### config.mk
export PLATFORM = sky130hd
export DESIGN_NAME = reconCtrl
export DESIGN_NICKNAME = d
export VERILOG_FILES = /design/src/reconPkg.sv /design/src/reconCtrl.sv
export VERILOG_INCLUDE_DIRS = /design/src /design/src/src
export SDC_FILE = /design/constraint.sdc
export NUM_CORES = 1
export LEC_CHECK = 0
export ABC_AREA = 1
export BUFFER_PORTS_ARGS = -buffer_cell sky130_fd_sc_hd__buf_4
export CORE_AREA = 8 8 269 271
export CTS_CLUSTER_DIAMETER = 60
export DETAILED_ROUTE_END_ITERATION = 16
export DIE_AREA = 0 0 277 279
export HOLD_SLACK_MARGIN = 0.03
export SLEW_MARGIN = 30
export SYNTH_ARGS = -nofsm -noshare
export SYNTH_HDL_FRONTEND = slang
export SYNTH_SLANG_ARGS = --single-unit
### constraint.sdc
create_clock -name clk -period 11.4 [get_ports clk]
set_input_delay 0 -clock clk [delete_from_list [all_inputs] [get_ports clk]]
set_output_delay 0 -clock clk [all_outputs]
set_load 0.05 [all_outputs]
### src/recon_cfg.svh
// Luma reconstruction configuration
// Block geometry, datapath widths, quantizer constants and pipeline depth

`ifndef RECON_CFG_SVH
`define RECON_CFG_SVH

// Block geometry
`define BLOCK_DIM    4

// Datapath widths
`define PIXEL_W      8
`define COEFF_W      16
`define LEVEL_W      12

// Quantizer fixed point and level clamp
`define QUANT_SHIFT  17
`define MAX_LEVEL    2047

// Register stages from start to reconValid
`define PIPE_LATENCY 5

`endif
### src/reconPkg.sv
// Luma reconstruction types
// Pixel, coefficient and level blocks plus the controller states

`include "recon_cfg.svh"

package reconPkg;

    localparam int numCoeff = `BLOCK_DIM * `BLOCK_DIM;

    typedef logic        [`PIXEL_W-1:0] pixelT;
    typedef logic signed [`COEFF_W-1:0] coeffT;
    typedef logic signed [`LEVEL_W-1:0] levelT;

    // Raster order, index 0 is top left (DC for coefficients)
    typedef pixelT [numCoeff-1:0] pixelBlockT;
    typedef coeffT [numCoeff-1:0] coeffBlockT;
    typedef levelT [numCoeff-1:0] levelBlockT;

    // Quantizer step, reciprocal or rounding bias
    typedef logic [15:0] quantT;

    typedef enum logic [1:0] {
        Idle,
        Busy,
        Ack
    } ctrlStateT;

endpackage

### src/reconCtrl.sv
// Reconstruction controller
// Four-phase req/ack FSM, input capture and datapath start

`include "recon_cfg.svh"

module reconCtrl (
    input  logic                 clk,
    input  logic                 rst_n,
    input  logic                 req,
    input  reconPkg::pixelBlockT src,
    input  reconPkg::pixelBlockT pred,
    input  reconPkg::quantT      dcQ,
    input  reconPkg::quantT      dcIq,
    input  reconPkg::quantT      dcBias,
    input  reconPkg::quantT      acQ,
    input  reconPkg::quantT      acIq,
    input  reconPkg::quantT      acBias,
    input  logic                 reconValid,
    output logic                 ack,
    output logic                 start,
    output reconPkg::pixelBlockT srcReg,
    output reconPkg::pixelBlockT predReg,
    output reconPkg::quantT      dcQReg,
    output reconPkg::quantT      dcIqReg,
    output reconPkg::quantT      dcBiasReg,
    output reconPkg::quantT      acQReg,
    output reconPkg::quantT      acIqReg,
    output reconPkg::quantT      acBiasReg
);
    import reconPkg::*;

    ctrlStateT state;
    ctrlStateT stateNext;
    logic      accept;

    assign accept = (state == Idle) && req;
    assign ack    = (state == Ack);

    always_comb begin
        stateNext = state;
        case (state)
            Idle: if (req) stateNext = Busy;
            // Block in flight until the token returns
            Busy: if (reconValid) stateNext = Ack;
            Ack:  if (!req) stateNext = Idle;
            default: stateNext = Idle;
        endcase
    end

    always_ff @(posedge clk or negedge rst_n) begin
        if (!rst_n) begin
            state <= Idle;
            start <= 1'b0;
        end else begin
            state <= stateNext;
            start <= accept;
        end
    end

    // Inputs held stable for the whole block
    always_ff @(posedge clk) begin
        if (accept) begin
            srcReg    <= src;
            predReg   <= pred;
            dcQReg    <= dcQ;
            dcIqReg   <= dcIq;
            dcBiasReg <= dcBias;
            acQReg    <= acQ;
            acIqReg   <= acIq;
            acBiasReg <= acBias;
        end
    end

    // ----------------------------------------------------------
    // Handshake and pipeline checks
    // ----------------------------------------------------------

    // ack only while the master keeps its request up
    assert property (@(posedge clk) disable iff (!rst_n)
        ack |-> $past(req));

    // Token never returns unless a block is in flight
    assert property (@(posedge clk) disable iff (!rst_n)
        reconValid |-> (state == Busy));

    // Token comes back a fixed number of cycles after start
    assert property (@(posedge clk) disable iff (!rst_n)
        start |-> ##(`PIPE_LATENCY) reconValid);

endmodule

==> summary.md <==
| Metric | Value |
|---|---|
| Status | complete, no violations |
| Syn Std Cell Area | 0.0107 mm2 |
| Drt wl/cell | 18.1 um |
| Area Growth Syn to Fin | 107% |
| Relative slew margins | 0.419 |
| Min Hold Slack | 0.163 ns |
| GRT overflow | 0 |
| Die X | 277 um |
| Startpoint types | flop |
| Slowest cell on the critical path | inv_8 |
| Async S/R FF share, synth | 0.00845 |
| Minimum clock period | 2.60 ns |
| Max-cap violations | 0 |
| # IOs | 710 |
| First-pass GRT wire length | 61.6 mm |
| Die area | 0.0773 mm2 |
| Worst-path fanout max | 123 |
| Syn nets | 723 |
| Nets | 1837 |
| Flops & latches, synth | 355 |
| Ys Warns | 0 |
| WL final | 43.5 mm |
| Fin. max-slew vios | 0 |
| GRT Total Usage | 0.104 |
| Core box area | 0.0680 mm2 |
| Number of flops mapped to enable cells by yosys | 352 |
| Reg clk slew, reported paths | 0.06 ns |
| Cell Pwr Density | 224 mW/mm2 |
| Tightest Pin Transition | 0.872 ns |
| CTS Buf Count | 42 |
| Hold buffer count at CTS | 357 |
| CTS tree | built |
| Final Util | 0.326 |
| Crit path arrival time | 2.78 ns |
| Vias per inst | 3.42 |
| Detailed-placement wirelength estimate | 31.3 mm |
| Clk sink count | 355 |
| CP endpoint kind | flop |
| Maximum number of pins on one net before global-route repair | 161 |
| Clock Latency Late Sink | 0.55 ns |
| Final Skew | 0.00976 ns |
| Synth Flop Type | edfxtp_1 |
| WP data required | 11.58 ns |
| Placer Congestion | 0.776 |
| Via count | 8212 |
| F_max | 0.385 GHz |
| Die Y | 279 um |
| Root Driver | clkbuf_16 |
| Vias in the first global route | 9472 |
| Initial core utilization | 0.157 |
| Initial detailed-routing violation count | 319 |
| VDD IR max | 215 uV |
| Most common cell in the netlist | edfxtp_1 |
| Worst path max stage delay | 0.57 ns |
| Post-route setup slack | 8.80 ns |
| Lkg Pwr | 9.00 nW |
| Crit-path cells | nor2_1 -> nand2_1 -> inv_8 -> buf_12 -> buf_16 |
| Register area share after synthesis | 0.995 |
| Synth cell types | 6 |
| Rows | 96 |
| Synth area leaders | edfxtp_1, dfrtp_1, nand3_1 |
| Largest area contributor in the netlist | edfxtp_1 |
| Final setup viols | 0 |
| RSZ-0062 raised after global routing | no |
| Crit Path Category | reg -> reg |
| Crit path max-delay family | buffers and inverters |
| Setup Total Neg Slack | 0 ns |
| Initial antenna violation count | 9 |
| ANT nets after route | 0 |
| Hold Fails Final Rpt | 0 |
| Clock Path Buffers | 3 |
| Post-synthesis area per instance | 29.1 um2 |
| Postcts setup bufs | 0 |
| Resized Gates After CTS | 0 |
| Period utilisation layout | 0.228 |
| PortBufs | 709 |
| Layout cell share with drive strength beyond 1 | 0.513 |
| Hold crit path type | in -> reg |
| Buf+Inv Stages, Crit Path | 3 |
| Htree depth | 2 |
| Router iterations before antenna repair | 4 |
| Post-synth top cells | edfxtp_1, inv_1, dfrtp_1, nand2_1, nand3_1 |
| Synth Instances | 367 |
| Share of Yosys cell area claimed by the top area cell type | 0.988 |
| Pre-CTS worst setup slack | 8.70 ns |
| Drc violations | 0 |
==> cell type report <==
type / instances / area, um2
fillers: 6403 / 45800
flip-flops and latches: 355 / 10600
repair buffers: 1070 / 8980
well taps: 882 / 1100
clock buffers: 49 / 1100
clock inverters: 27 / 283
multi-input cells: 8 / 33.8
inverters: 4 / 22.5
diodes: 3 / 7.51
==> per-stage QoR <==
step                cells  cell area, um2  power, mW
global route         2396           22200       5.13
global placement     1960           17200       3.52
finish               2398           22200       4.96
CTS                  2393           22100       5.00
detailed placement   1960           17200       3.54
floorplan             367           10700       3.04
==> flip-flops by register name, summed over array words and instances, names as in the netlist <==
signal,cells
acQReg,16
srcReg,128
predReg,128
dcQReg,16
dcBiasReg,16
start,1
acIqReg,16
acBiasReg,16
state,2
dcIqReg,16
==> path summary, 6_finish.rpt <==
check	depth (start not counted)	startpoint	endpoint	slack (ns)
worst max-delay path	5	state[0]$_DFFE_PN0P_	srcReg[64]$_DFFE_PP_	8.80
worst min-delay path	2	src[111]	srcReg[111]$_DFFE_PP_	0.16
worst max register to register	5	state[0]$_DFFE_PN0P_	srcReg[64]$_DFFE_PP_	8.80
worst min register to register	3	state[1]$_DFFE_PN0P_	state[0]$_DFFE_PN0P_	0.60
max in group asynchronous	3	rst_n	state[1]$_DFFE_PN0P_	10.86
min in group asynchronous	3	rst_n	start$_DFF_PN0_	0.37
==> cells by family after synthesis <==
| kind of cell | Yosys count | synth area share |
|---|---|---|
| and+or+nand+nor | 8 | 0.00316 |
| buffers and inverters | 4 | 0.00140 |
| DFF | 355 | 0.995 |
==> worst reg2reg max path: stages, from the launching register on <==
cell     delay (ns)
dfrtp_1        0.42
nor2_1         0.12
nand2_1        0.16
inv_8          0.57
buf_12         0.33
buf_16         0.46
==> metal layers <==
| metal | up-vias | track usage | share of wire |
|---|---|---|---|
| li1 | 3737 | - | - |
| met1 | 3922 | 0.106 | 0.36 |
| met2 | 464 | 0.188 | 0.51 |
| met3 | 81 | 0.0448 | 0.099 |
| met4 | 8 | 0.0407 | 0.033 |
| met5 | - | 0 | 0.0013 |
==> placed cells by master (no fill, tap or decap) <==
master,count
buf_4,710
dlygate4sd3_1,357
edfxtp_1,352
clkbuf_16,43
clkinv_1,8
inv_6,6
clkbuf_1,6
clkinv_2,4
bufinv_16,4
diode_2,3
inv_1,3
nand2_1,3
nand3_1,3
dfrtp_1,3
nor2_1,2
inv_8,2
clkinv_8,2
buf_16,2
clkinv_4,1
clkinvlp_4,1
buf_12,1
==> report_power, final <==
group          internal (mW)  switching, mW
Combinational          0.485           1.24
Sequential              1.80         0.0929
Clock                  0.790          0.549
(Power assumes the default switching activity.)
